$ cat config.mk
export PLATFORM = sky130hd
export DESIGN_NAME = lb_gate
export DESIGN_NICKNAME = d
export VERILOG_FILES = /design/src/gate_pkg.sv /design/src/sync_fifo.sv /design/src/rx_parser.sv /design/src/reg_bank.sv /design/src/reply_builder.sv /design/src/tx_queue.sv /design/src/lb_gate.sv
export SDC_FILE = /design/constraint.sdc
export NUM_CORES = 2
export LEC_CHECK = 0
export ABC_AREA = 1
export ABC_CLOCK_PERIOD_IN_PS = 3440
export BUFFER_PORTS_ARGS = -buffer_cell sky130_fd_sc_hd__clkbuf_2
export CAP_MARGIN = 30
export CORE_MARGIN = 5
export CORE_UTILIZATION = 63
export DETAILED_ROUTE_END_ITERATION = 6
export GPL_ROUTABILITY_DRIVEN = 0
export PLACE_DENSITY = 0.8
export SYNTH_ARGS = -nofsm -noshare
export SYNTH_HDL_FRONTEND = slang
export SYNTH_SLANG_ARGS = --single-unit
$ cat constraint.sdc
create_clock -name clk -period 3.44 [get_ports clk]
set_clock_uncertainty 0.1 [all_clocks]
set_input_delay 0.688 -clock clk [delete_from_list [all_inputs] [get_ports clk]]
set_output_delay 0.688 -clock clk [all_outputs]
set_load 0.1 [all_outputs]
$ cat src/gate_pkg.sv
package gate_pkg;

	// One byte of the host stream, in either direction
	typedef logic [7:0] byte_t;

	// Local bus address, only the low bits reach the register bank
	typedef logic [23:0] lb_addr_t;

	// Local bus data word, both directions
	typedef logic [31:0] lb_data_t;

	// Control byte followed by the 24-bit address
	// First half of every transaction, sent back in the reply
	typedef logic [31:0] ctl_word_t;

	// Cycles from lb_strobe until lb_din carries the read data
	localparam int READ_DELAY = 3;

	// Address bits decoded by the register bank
	localparam int REG_ADDR_W = 4;

	// Read flag inside ctl_word_t, bit 4 of the control byte
	localparam int RD_BIT = 28;

	// Transmit FIFO, 32 entries
	localparam int TX_FIFO_AW = 5;

	// Control words in flight through the read pipeline
	localparam int CTL_FIFO_AW = 2;

endpackage

$ cat src/sync_fifo.sv
module sync_fifo #(
	parameter int dw = 8,
	parameter int aw = 4
) (
	input  logic          clk,
	input  logic          arst_n,
	input  logic [dw-1:0] din,
	input  logic          we,
	input  logic          re,
	output logic [dw-1:0] dout,
	output logic          full,
	output logic          empty
);

	// Storage, no reset needed
	logic [dw-1:0] mem [2**aw];

	// Pointers wrap naturally at the address width
	logic [aw-1:0] wr_ptr;
	logic [aw-1:0] rd_ptr;

	// One extra bit so a full buffer is told apart from an empty one
	logic [aw:0] count;

	logic do_wr;
	logic do_rd;

	// Writes into a full buffer and reads from an empty one are dropped
	assign do_wr = we & ~full;
	assign do_rd = re & ~empty;

	always_ff @(posedge clk) begin
		if (do_wr) begin
			mem[wr_ptr] <= din;
		end
	end

	always_ff @(posedge clk or negedge arst_n) begin
		if (!arst_n) begin
			wr_ptr <= '0;
			rd_ptr <= '0;
			count  <= '0;
		end else begin
			if (do_wr) begin
				wr_ptr <= wr_ptr + 1'b1;
			end
			if (do_rd) begin
				rd_ptr <= rd_ptr + 1'b1;
			end
			// Simultaneous push and pop leave the count alone
			if (do_wr && !do_rd) begin
				count <= count + 1'b1;
			end else if (do_rd && !do_wr) begin
				count <= count - 1'b1;
			end
		end
	end

	// Fall-through output, head word visible without a read
	assign dout  = mem[rd_ptr];
	assign empty = (count == '0);
	assign full  = (count == (aw + 1)'(2**aw));

endmodule

$ cat src/rx_parser.sv
module rx_parser (
	input  logic                 clk,
	input  logic                 arst_n,
	input  gate_pkg::byte_t      rx_din,
	input  logic                 rx_stb,
	input  logic                 rx_end,
	output gate_pkg::byte_t      echo_byte,
	output logic                 echo_we,
	output logic                 lb_strobe,
	output logic                 lb_rd,
	output logic                 rx_active,
	output gate_pkg::lb_addr_t   lb_addr,
	output gate_pkg::lb_data_t   lb_dout,
	output gate_pkg::ctl_word_t  ctl_word
);

	// Position inside the current 8-byte group
	logic [2:0] cnt8;

	// Set once all 8 nonce bytes have gone by
	logic past_nonce;

	// Last 8 bytes received, oldest at the top
	logic [63:0] rx_sr;

	// Shift register contents after this cycle's byte
	logic [63:0] sr_next;

	// Control and address half of the group that completes now
	gate_pkg::ctl_word_t ctl_next;

	// 8th byte of a transaction arriving this cycle
	logic xact_done;

	assign sr_next   = {rx_sr[55:0], rx_din};
	assign ctl_next  = sr_next[63:32];
	assign xact_done = rx_stb & (&cnt8) & past_nonce;

	// Nonce bytes go straight to the transmit queue
	assign echo_byte = rx_din;
	assign echo_we   = rx_stb & ~past_nonce;

	// In the strobe cycle the register holds the whole transaction
	assign ctl_word = rx_sr[63:32];

	always_ff @(posedge clk or negedge arst_n) begin
		if (!arst_n) begin
			cnt8       <= '0;
			past_nonce <= 1'b0;
			rx_sr      <= '0;
			rx_active  <= 1'b0;
			lb_strobe  <= 1'b0;
			lb_rd      <= 1'b0;
			lb_addr    <= '0;
			lb_dout    <= '0;
		end else begin
			// One request per transaction, a cycle after its last byte
			lb_strobe <= xact_done;

			if (rx_stb) begin
				cnt8      <= cnt8 + 1'b1;
				rx_sr     <= sr_next;
				rx_active <= 1'b1;
				if (&cnt8) begin
					past_nonce <= 1'b1;
				end
			end

			// Bus fields change only with a new strobe
			if (xact_done) begin
				lb_rd   <= ctl_next[gate_pkg::RD_BIT];
				lb_addr <= ctl_next[23:0];
				lb_dout <= sr_next[31:0];
			end

			// End of packet wins over a byte in the same cycle
			if (rx_end) begin
				cnt8       <= '0;
				past_nonce <= 1'b0;
				rx_active  <= 1'b0;
			end
		end
	end

endmodule

$ cat src/reg_bank.sv
module reg_bank (
	input  logic               clk,
	input  logic               arst_n,
	input  logic               lb_strobe,
	input  logic               lb_rd,
	input  gate_pkg::lb_addr_t lb_addr,
	input  gate_pkg::lb_data_t lb_dout,
	output gate_pkg::lb_data_t lb_din
);

	// Register file, upper address bits ignored
	gate_pkg::lb_data_t regs [2**gate_pkg::REG_ADDR_W];

	// Read data pipeline, stage 0 loads on the strobe
	gate_pkg::lb_data_t rd_pipe [gate_pkg::READ_DELAY];

	logic [gate_pkg::REG_ADDR_W-1:0] idx;

	assign idx = lb_addr[gate_pkg::REG_ADDR_W-1:0];

	always_ff @(posedge clk or negedge arst_n) begin
		if (!arst_n) begin
			for (int i = 0; i < 2**gate_pkg::REG_ADDR_W; i++) begin
				regs[i] <= '0;
			end
			for (int i = 0; i < gate_pkg::READ_DELAY; i++) begin
				rd_pipe[i] <= '0;
			end
		end else begin
			if (lb_strobe) begin
				// Old contents captured even on a write
				rd_pipe[0] <= regs[idx];
				if (!lb_rd) begin
					regs[idx] <= lb_dout;
				end
			end
			for (int i = 1; i < gate_pkg::READ_DELAY; i++) begin
				rd_pipe[i] <= rd_pipe[i-1];
			end
		end
	end

	// Valid READ_DELAY cycles after the strobe
	assign lb_din = rd_pipe[gate_pkg::READ_DELAY-1];

endmodule

$ cat src/reply_builder.sv
module reply_builder (
	input  logic                clk,
	input  logic                arst_n,
	input  logic                lb_strobe,
	input  gate_pkg::ctl_word_t ctl_word,
	input  gate_pkg::lb_data_t  lb_din,
	output gate_pkg::byte_t     reply_byte,
	output logic                reply_we,
	output logic                reply_last
);

	// Bit k high k+1 cycles after a strobe
	// Low part covers the read latency, top 8 bits the byte slots
	logic [gate_pkg::READ_DELAY+7:0] stb_pipe;

	// Read data is valid on lb_din this cycle
	logic load;

	// Oldest control word still waiting for its data
	gate_pkg::ctl_word_t ctl_head;

	// Reply being serialized, next byte at the top
	logic [63:0] tx_sr;

	assign load = stb_pipe[gate_pkg::READ_DELAY-1];

	// Holds control words while their reads are in flight
	sync_fifo #(
		.dw ($bits(gate_pkg::ctl_word_t)),
		.aw (gate_pkg::CTL_FIFO_AW)
	) ctl_fifo (
		.clk    (clk),
		.arst_n (arst_n),
		.din    (ctl_word),
		.we     (lb_strobe),
		.re     (load),
		.dout   (ctl_head),
		.full   (),
		.empty  ()
	);

	always_ff @(posedge clk or negedge arst_n) begin
		if (!arst_n) begin
			stb_pipe <= '0;
			tx_sr    <= '0;
		end else begin
			stb_pipe <= {stb_pipe[gate_pkg::READ_DELAY+6:0], lb_strobe};
			// A new load may meet the last byte of the previous reply
			if (load) begin
				tx_sr <= {ctl_head, lb_din};
			end else if (reply_we) begin
				tx_sr <= {tx_sr[55:0], 8'h00};
			end
		end
	end

	// Eight byte slots follow the load cycle
	assign reply_we   = |stb_pipe[gate_pkg::READ_DELAY+7:gate_pkg::READ_DELAY];
	assign reply_last = stb_pipe[gate_pkg::READ_DELAY+7];
	assign reply_byte = tx_sr[63:56];

endmodule

$ cat src/tx_queue.sv
module tx_queue (
	input  logic            clk,
	input  logic            arst_n,
	input  gate_pkg::byte_t echo_byte,
	input  gate_pkg::byte_t reply_byte,
	input  logic            echo_we,
	input  logic            reply_we,
	input  logic            reply_last,
	input  logic            lb_strobe,
	input  logic            rx_active,
	input  logic            tx_stb,
	output gate_pkg::byte_t tx_dout,
	output logic            tx_rdy,
	output logic            tx_end
);

	// Byte plus its last-of-reply tag
	logic [$bits(gate_pkg::byte_t):0] fifo_din;
	logic [$bits(gate_pkg::byte_t):0] fifo_dout;

	logic fifo_empty;
	logic fifo_re;
	logic head_last;

	// Transactions issued whose last reply byte is not yet taken
	logic [5:0] pending;

	// Echo bytes never carry the tag
	assign fifo_din = echo_we ? {echo_byte, 1'b0} : {reply_byte, reply_last};

	sync_fifo #(
		.dw ($bits(gate_pkg::byte_t) + 1),
		.aw (gate_pkg::TX_FIFO_AW)
	) tx_fifo (
		.clk    (clk),
		.arst_n (arst_n),
		.din    (fifo_din),
		.we     (echo_we | reply_we),
		.re     (fifo_re),
		.dout   (fifo_dout),
		.full   (),
		.empty  (fifo_empty)
	);

	assign {tx_dout, head_last} = fifo_dout;
	assign tx_rdy  = ~fifo_empty;
	assign fifo_re = tx_rdy & tx_stb;

	always_ff @(posedge clk or negedge arst_n) begin
		if (!arst_n) begin
			pending <= '0;
		end else if (lb_strobe && !(fifo_re && head_last)) begin
			pending <= pending + 1'b1;
		end else if (!lb_strobe && fifo_re && head_last) begin
			pending <= pending - 1'b1;
		end
	end

	// Final byte only once the packet is over and nothing else is due
	assign tx_end = tx_rdy & head_last & (pending == 6'd1) & ~rx_active;

endmodule

$ cat src/lb_gate.sv
module lb_gate (
	input  logic               clk,
	input  logic               arst_n,
	// Byte stream from the host
	input  gate_pkg::byte_t    rx_din,
	input  logic               rx_stb,
	input  logic               rx_end,
	// Byte stream back to the host
	output gate_pkg::byte_t    tx_dout,
	output logic               tx_rdy,
	output logic               tx_end,
	input  logic               tx_stb,
	// Local bus, visible at the top
	output gate_pkg::lb_addr_t lb_addr,
	output gate_pkg::lb_data_t lb_dout,
	output logic               lb_rd,
	output logic               lb_strobe
);

	// Nonce loopback
	gate_pkg::byte_t echo_byte;
	logic            echo_we;

	// Header half of the current transaction
	gate_pkg::ctl_word_t ctl_word;
	logic                rx_active;

	// Read data from the register bank
	gate_pkg::lb_data_t lb_din;

	// Serialized reply bytes
	gate_pkg::byte_t reply_byte;
	logic            reply_we;
	logic            reply_last;

	rx_parser u_rx_parser (
		.clk       (clk),
		.arst_n    (arst_n),
		.rx_din    (rx_din),
		.rx_stb    (rx_stb),
		.rx_end    (rx_end),
		.echo_byte (echo_byte),
		.echo_we   (echo_we),
		.lb_strobe (lb_strobe),
		.lb_rd     (lb_rd),
		.rx_active (rx_active),
		.lb_addr   (lb_addr),
		.lb_dout   (lb_dout),
		.ctl_word  (ctl_word)
	);

	reg_bank u_reg_bank (
		.clk       (clk),
		.arst_n    (arst_n),
		.lb_strobe (lb_strobe),
		.lb_rd     (lb_rd),
		.lb_addr   (lb_addr),
		.lb_dout   (lb_dout),
		.lb_din    (lb_din)
	);

	reply_builder u_reply_builder (
		.clk        (clk),
		.arst_n     (arst_n),
		.lb_strobe  (lb_strobe),
		.ctl_word   (ctl_word),
		.lb_din     (lb_din),
		.reply_byte (reply_byte),
		.reply_we   (reply_we),
		.reply_last (reply_last)
	);

	// Echo and reply bytes never overlap in time
	tx_queue u_tx_queue (
		.clk        (clk),
		.arst_n     (arst_n),
		.echo_byte  (echo_byte),
		.reply_byte (reply_byte),
		.echo_we    (echo_we),
		.reply_we   (reply_we),
		.reply_last (reply_last),
		.lb_strobe  (lb_strobe),
		.rx_active  (rx_active),
		.tx_stb     (tx_stb),
		.tx_dout    (tx_dout),
		.tx_rdy     (tx_rdy),
		.tx_end     (tx_end)
	);

endmodule

### After elaboration in Yosys (flattened, before gate mapping)

Memory sizes are Yosys's and may differ from the RTL's.
Cells that the tools add are included.

| word-level totals | value |
|---|---|
| logic and storage cells | 127 |
| bits in registers | 839 |
| input port bits | 13 |
| memories | 2 |
| memory bits (writable) | 416 |

Memories:

| memory | depth | bits a word | read ports | clocked after Yosys merged registers in | write ports | line | source |
|---|---|---|---|---|---|---|---|
| u_tx_queue.tx_fifo.mem | 32 | 9 | 1 | 0 | 1 | sync_fifo.sv:16 | `logic [dw-1:0] mem [2**aw];` |
| u_reply_builder.ctl_fifo.mem | 4 | 32 | 1 | 0 | 1 | sync_fifo.sv:16 |  |

| operators by class | value |
|---|---|
| mux-type cells | 26 |
| reductions and logical operators | 27 |
| equal/unequal tests | 3 |
| add/subtract/negate cells | 11 |
| $lt $le $gt $ge | 2 |
| bitwise gates (word level) | 20 |

Operators with widths:

| kind | count |
|---|---|
| bitwise mux 512 bit | 1 |
| binary-select mux 32 bit (select 4 bit) | 1 |
| demux 32 bit (select 4 bit) | 1 |
| two-way mux 64 bit | 2 |
| two-way mux 32 bit | 3 |
| two-way mux 6 bit | 4 |
| adder 6 x 1 -> 6 bit (second input constant) | 2 |
| two-way mux 3 bit | 4 |
| nonzero test 2 bit | 6 |
| subtractor 6 x 1 -> 6 bit (second input constant) | 2 |
| bitwise AND 1 bit | 11 |
| adder 5 x 1 -> 5 bit (second input constant) | 2 |
| logical AND 1 bit | 9 |
| two-way mux 1 bit | 9 |
| two-way mux 9 bit | 1 |
| OR reduction 8 bit | 1 |
| NOT 1 bit | 7 |
| adder 3 x 1 -> 3 bit (second input constant) | 2 |
| equality test 6 x 1 -> 1 bit (second input constant) | 1 |
| equality test 6 bit (second input constant) | 1 |
| zero test 1 bit | 6 |
| zero test 6 bit | 1 |
| >= comparator 5 bit (second input constant) | 1 |
| less-than comparator 5 x 1 -> 1 bit (second input constant) | 1 |
| other kinds (8) | 10 |

### Logic depth before layout (Yosys ltp)

| logic depth | value |
|---|---|
| word-level depth | 8 |
| mapped depth | 18 |
| gate-level depth less buffers | 18 |

### Modules after synthesis

Synthesis repeated with hierarchy kept, for this count alone.

| second synthesis, totals | value |
|---|---|
| cell total of the unflattened synthesis | 6,124 |
| area total of the unflattened synthesis | 54,678.7 sq um |

Modules (own cells, without submodules):

| module | cells each | instances | area each (sq um) | seq. area each (sq um) |
|---|---|---|---|---|
| reg_bank | 3,279 | 1 | 26,427.8 | 15,214.6 |
| sync_fifo at u_tx_queue.tx_fifo | 1,269 | 1 | 13,237.7 | 9,048.7 |
| sync_fifo at u_reply_builder.ctl_fifo | 435 | 1 | 5,546.6 | 4,018.9 |
| rx_parser | 561 | 1 | 5,272.6 | 3,178.0 |
| reply_builder | 486 | 1 | 3,607.2 | 1,876.8 |
| tx_queue | 94 | 1 | 586.8 | 150.1 |

### Least setup slack after synthesis

Ideal clock, no wire load.

| timing path | value |
|---|---|
| path kind | flip-flop to output port |
| start | register u_tx_queue.tx_fifo.count[0] |
| end | output tx_end |
| slack | -0.026 ns |
| stages on the path, launching flop included | 7 |
| arrival time | 2.678 ns |
| cells stage by stage | dfrtp_1 > nor2_1 > nand2_1 > inv_1 > nand2_1 > nand3_1 > nor2_1 |

| between the ends | value |
|---|---|
| longest elaborated chain between the ends | 5 |

Ends and longest elaborated chain:

| item | line | source |
|---|---|---|
| start: declaration | sync_fifo.sv:23 | `logic [aw:0] count;` |
| start signal: assignment | sync_fifo.sv:52 | `count <= count + 1'b1;` |
| start signal: assignment | sync_fifo.sv:54 | `count <= count - 1'b1;` |
| zero test 6 bit | sync_fifo.sv:61 | `assign empty = (count == '0);` |
| NOT 1 bit | tx_queue.sv:46 | `assign tx_rdy = ~fifo_empty;` |
| named net tx_rdy | lb_gate.sv:10 | `output logic tx_rdy,` |
| bitwise AND 1 bit (3 in a row) | tx_queue.sv:60 | `assign tx_end = tx_rdy & head_last & (pending == 6'd1) & ~rx_active;` |
| end: declaration | lb_gate.sv:11 | `output logic tx_end,` |

The timed path passes the listed nets, and every way through them passes these cells.

### Worst setup path in the final report

| timing path | value |
|---|---|
| start | register u_tx_queue.tx_fifo.rd_ptr[0] |
| end | output tx_dout[1] |

| between the ends | value |
|---|---|
| longest elaborated chain between the ends | 1 |

Ends and longest elaborated chain:

| item | line | source |
|---|---|---|
| start: declaration | sync_fifo.sv:20 | `logic [aw-1:0] rd_ptr;` |
| start signal: assignment | sync_fifo.sv:48 | `rd_ptr <= rd_ptr + 1'b1;` |
| memory read (32 x 9 bit) | n/a |  |
| end: declaration | lb_gate.sv:9 | `output gate_pkg::byte_t tx_dout,` |

No other way between the ends.

==> flow_summary.json <==
{
  "status": "finished, violations left",
  "violations": "DRC, setup timing",
  "hp-start": "rx_din[3]",
  "synth_ff_type": "dfrtp_1",
  "reg2reg_depth": 14,
  "dieArea_um2": 85800,
  "finalHoldViolations": 0,
  "clk_pin_slew_ns": 0.07,
  "fin_nets": 4925,
  "finalCritPeriodShare": 1.04,
  "synthSimpleGateAreaFrac": 0.151,
  "power_leakage_nw": 24.4,
  "hold_depth": 3,
  "cts_max_path_buffers": 3,
  "multiInputGateArea_um2": 15100,
  "worst_pin_slew_ns": 0.901,
  "synth_mux_area_frac": 0.000223,
  "regToRegEndpoint": "u_tx_queue.tx_fifo.count[5]$_DFFE_PN0P_",
  "synth_fp_nets": 4903,
  "r2r_start": "u_rx_parser.past_nonce$_DFFE_PN0P_",
  "ys_ff_latch": 1255,
  "synth_compound_area_frac": 0.134,
  "drive_gt1_frac": 0.105,
  "cts_buffers": 117,
  "max_freq_mhz": 279,
  "dp_hpwl_um": 79000,
  "synth_top_family_by_area": "simple AND/OR/NAND/NOR gates",
  "period_minus_slack_ns": 3.58,
  "globalRoute.totalOverflow": 0,
  "first_pass_iters": 7,
  "vias": 38800,
  "yosys.cell_types.count": 38,
  "grt_antenna_before_repair": 2,
  "crit_chain": "buf_16, nor2_4, nor2_2, o21ai_2, o21ai_1, o211ai_1, nand3_1, o21ai_1, inv_1, buf_12",
  "syn_inst": 4868,
  "wl_um": 139000,
  "r2r_setup_slack_ns": 0.60,
  "critPathMaxFanout": 6,
  "setup_violations": 9,
  "worstSkewPairLatency_ns": 0.70,
  "min_path_type": "in2reg",
  "drtIter0Drc": 5018,
  "cts.sinks": 1255,
  "wire_per_inst_um": 23.0,
  "placedCellCount": 5801,
  "holdPathEnd": "u_rx_parser.rx_sr[3]$_DFFE_PN0P_",
  "endpoint_kind": "output port",
  "area_delta_synth_final_pct": 13.0,
  "crit_path_start_kind": "flop",
  "critical_path_class": "reg2out",
  "diodes": 0,
  "initial_utilization": 0.637,
  "htree_levels": 3,
  "core_area_um2": 79100,
  "synth_xor_xnor_area_share": 0.00399,
  "layout_common_cells": "nand2_1 (1015), dfrtp_1 (832), o21ai_0 (745), nand3_1 (476), edfxtp_1 (416)",
  "drc_errors": 15,
  "syn_avg_cell_area_um2": 10.4,
  "ant_nets": 0,
  "setup_ws_ns": -0.139,
  "cts_root_buf": "clkbuf_16",
  "critPathMaxStageDelay_ns": 0.57,
  "grt_max_degree": 121,
  "synth_edf_count": 416,
  "cts_tree": "done",
  "critical_path_arrival_ns": 2.79,
  "crit_slowest_cell": "dfrtp_4",
  "slew_headroom": 0.400,
  "netlist_area_um2": 50400,
  "cpMostUsedCell": "o21ai_1",
  "die_h_um": 293,
  "layout_commonest_cell": "nand2_1",
  "track_usage": 0.317,
  "rsz0062_at_grt": "yes",
  "drv_slew": 0,
  "rows": 103,
  "ys_seq_area_frac": 0.664,
  "seq_area_um2": 33500,
  "nFillCells": 5184,
  "yosysWarningCount": 0,
  "die_x_um": 293,
  "cap_violations": 0,
  "viasPerCell": 6.42,
  "hold_slack_ns": 0.138,
  "synth-async-reset-ratio": 0.669,
  "io_pins": 81,
  "fin_util": 0.721,
  "pwr_density_cell_nw_per_um2": 640,
  "crit_required_ns": 2.65,
  "grt_pass1_wl_um": 216000,
  "portBuffers": 80,
  "final_cell_count_no_fill": 6038,
  "yosys.area_share.adder": 0.00576,
  "grt_pass1_vias": 38400,
  "peakVddDrop_mv": 0.574
}
## metrics by stage
step | TNS, ns | cell area (um2) | worst slack [ns] | total power, mW
2_1_floorplan | 0 | 50400 | 0.140 | 20.2
3_3_place_gp | 0 | 52500 | 0.230 | 22.3
3_5_place_dp | 0 | 52500 | 0.227 | 22.5
4_1_cts | -0.938 | 56800 | -0.153 | 36.0
5_1_grt | -1.59 | 57000 | -0.265 | 37.7
6_report | -0.840 | 57000 | -0.139 | 36.5
## cell usage after synthesis (5+ instances only)
library cell,number,area [um2]
o311ai_0,12,105
nand4_1,11,68.8
dfrtp_1,839,21000
nand2_1,1027,3850
a221oi_1,10,87.6
clkbuf_1,301,1130
o211ai_1,31,233
o221ai_1,10,87.6
nand2_2,8,50.1
a221o_1,23,230
a22oi_1,121,908
inv_2,6,22.5
o22ai_1,43,269
buf_2,40,200
o21ai_1,46,230
ha_1,20,250
a41oi_1,22,193
inv_1,165,619
o31ai_1,5,37.5
buf_1,14,52.6
nor2_1,282,1060
nor3_1,23,115
a21oi_1,84,420
nand3_1,481,2410
o21ai_0,776,3880
xor2_1,21,184
a31oi_1,11,68.8
edfxtp_1,416,12500
## report_power, final
part	internal (mW)	switching (mW)
clock network	7.65	5.61
logic	2.27	4.61
registers	15.9	0.395
total	25.9	10.6
## timing repair
| item | in CTS | in global routing |
|---|---|---|
| hold buffers | 1 | 0 |
| setup buffers | 6 | 5 |
| gates cloned | 4 | 5 |
| pin swaps | 10 | 22 |
| endpoints found under the hold margin | 41 | 0 |
| resized for setup | 41 | 47 |
| setup endpoints to repair | 9 | 9 |
## worst max-delay path by stage
stage / cells past startpoint / slack [ns] / end / from
floorplan: 2 / 0.14 / u_reply_builder.ctl_fifo.mem[0][0]$_DFFE_PP_ / u_rx_parser.lb_strobe$_DFF_PN0_
global placement: 17 / 0.23 / u_tx_queue.tx_fifo.count[5]$_DFFE_PN0P_ / rx_stb
detailed placement: 17 / 0.23 / u_tx_queue.tx_fifo.count[5]$_DFFE_PN0P_ / rx_stb
CTS: 10 / -0.15 / tx_dout[1] / u_tx_queue.tx_fifo.rd_ptr[0]$_DFFE_PN0P_
global route: 11 / -0.26 / tx_dout[1] / u_tx_queue.tx_fifo.rd_ptr[0]$_DFFE_PN0P_
finish: 10 / -0.14 / tx_dout[1] / u_tx_queue.tx_fifo.rd_ptr[0]$_DFFE_PN0P_
## logic make-up (layout without fill, tap and decap cells)
group / after synthesis / in the layout
AND/OR/NAND/NOR: 1838 / 1838
flip-flops: 1255 / 1255
AO/OA/AOI/OAI: 1194 / 1194
buffers and inverters: 535 / 655
XOR/XNOR: 23 / 23
adder cells (fa/ha/maj): 22 / 22
multiplexers: 1 / 1
## cell type report
type | instances | area share
Timing Repair inverter | 1 | 0.000154
Sequential cell | 1255 | 0.588
Multi-Input combinational cell | 3078 | 0.265
Clock inverter | 41 | 0.00845
Timing Repair Buffer | 262 | 0.0427
Clock buffer | 176 | 0.0615
Tap cell | 1050 | 0.0230
Inverter | 175 | 0.0119
## worst max-delay path, delay by kind of cell, from the launching register on
family          cells  cell delay, ns
buf+inv             3            0.44
flops               1            0.57
compound gates      4            0.74
simple gates        3            0.32
## routing by layer
| metal | vias to the layer above | share of wire | track usage |
|---|---|---|---|
| met1 | 19000 | 0.37 | 0.428 |
| met4 | 2 | 0.047 | 0.144 |
| met3 | 503 | 0.10 | 0.0640 |
| li1 | 16900 | - | - |
| met5 | - | 0.000093 | 0 |
| met2 | 2445 | 0.48 | 0.509 |
## registers in the layout, indices dropped and copies added (netlist names), 2 cells and up
register,flops
u_tx_queue.pending,6
u_reply_builder.ctl_fifo.mem,128
u_reg_bank.lb_din,32
u_reply_builder.tx_sr,64
u_rx_parser.lb_addr,24
u_reply_builder.stb_pipe,11
u_rx_parser.lb_dout,32
u_tx_queue.tx_fifo.count,6
u_reply_builder.ctl_fifo.rd_ptr,2
u_tx_queue.tx_fifo.wr_ptr,5
u_reply_builder.ctl_fifo.count,3
u_rx_parser.cnt8,3
u_reg_bank.rd_pipe,64
u_reg_bank.regs,512
u_tx_queue.tx_fifo.rd_ptr,5
u_rx_parser.rx_sr,64
u_reply_builder.ctl_fifo.wr_ptr,2
u_tx_queue.tx_fifo.mem,288
No activity file was read; power rests on OpenSTA's default activity.
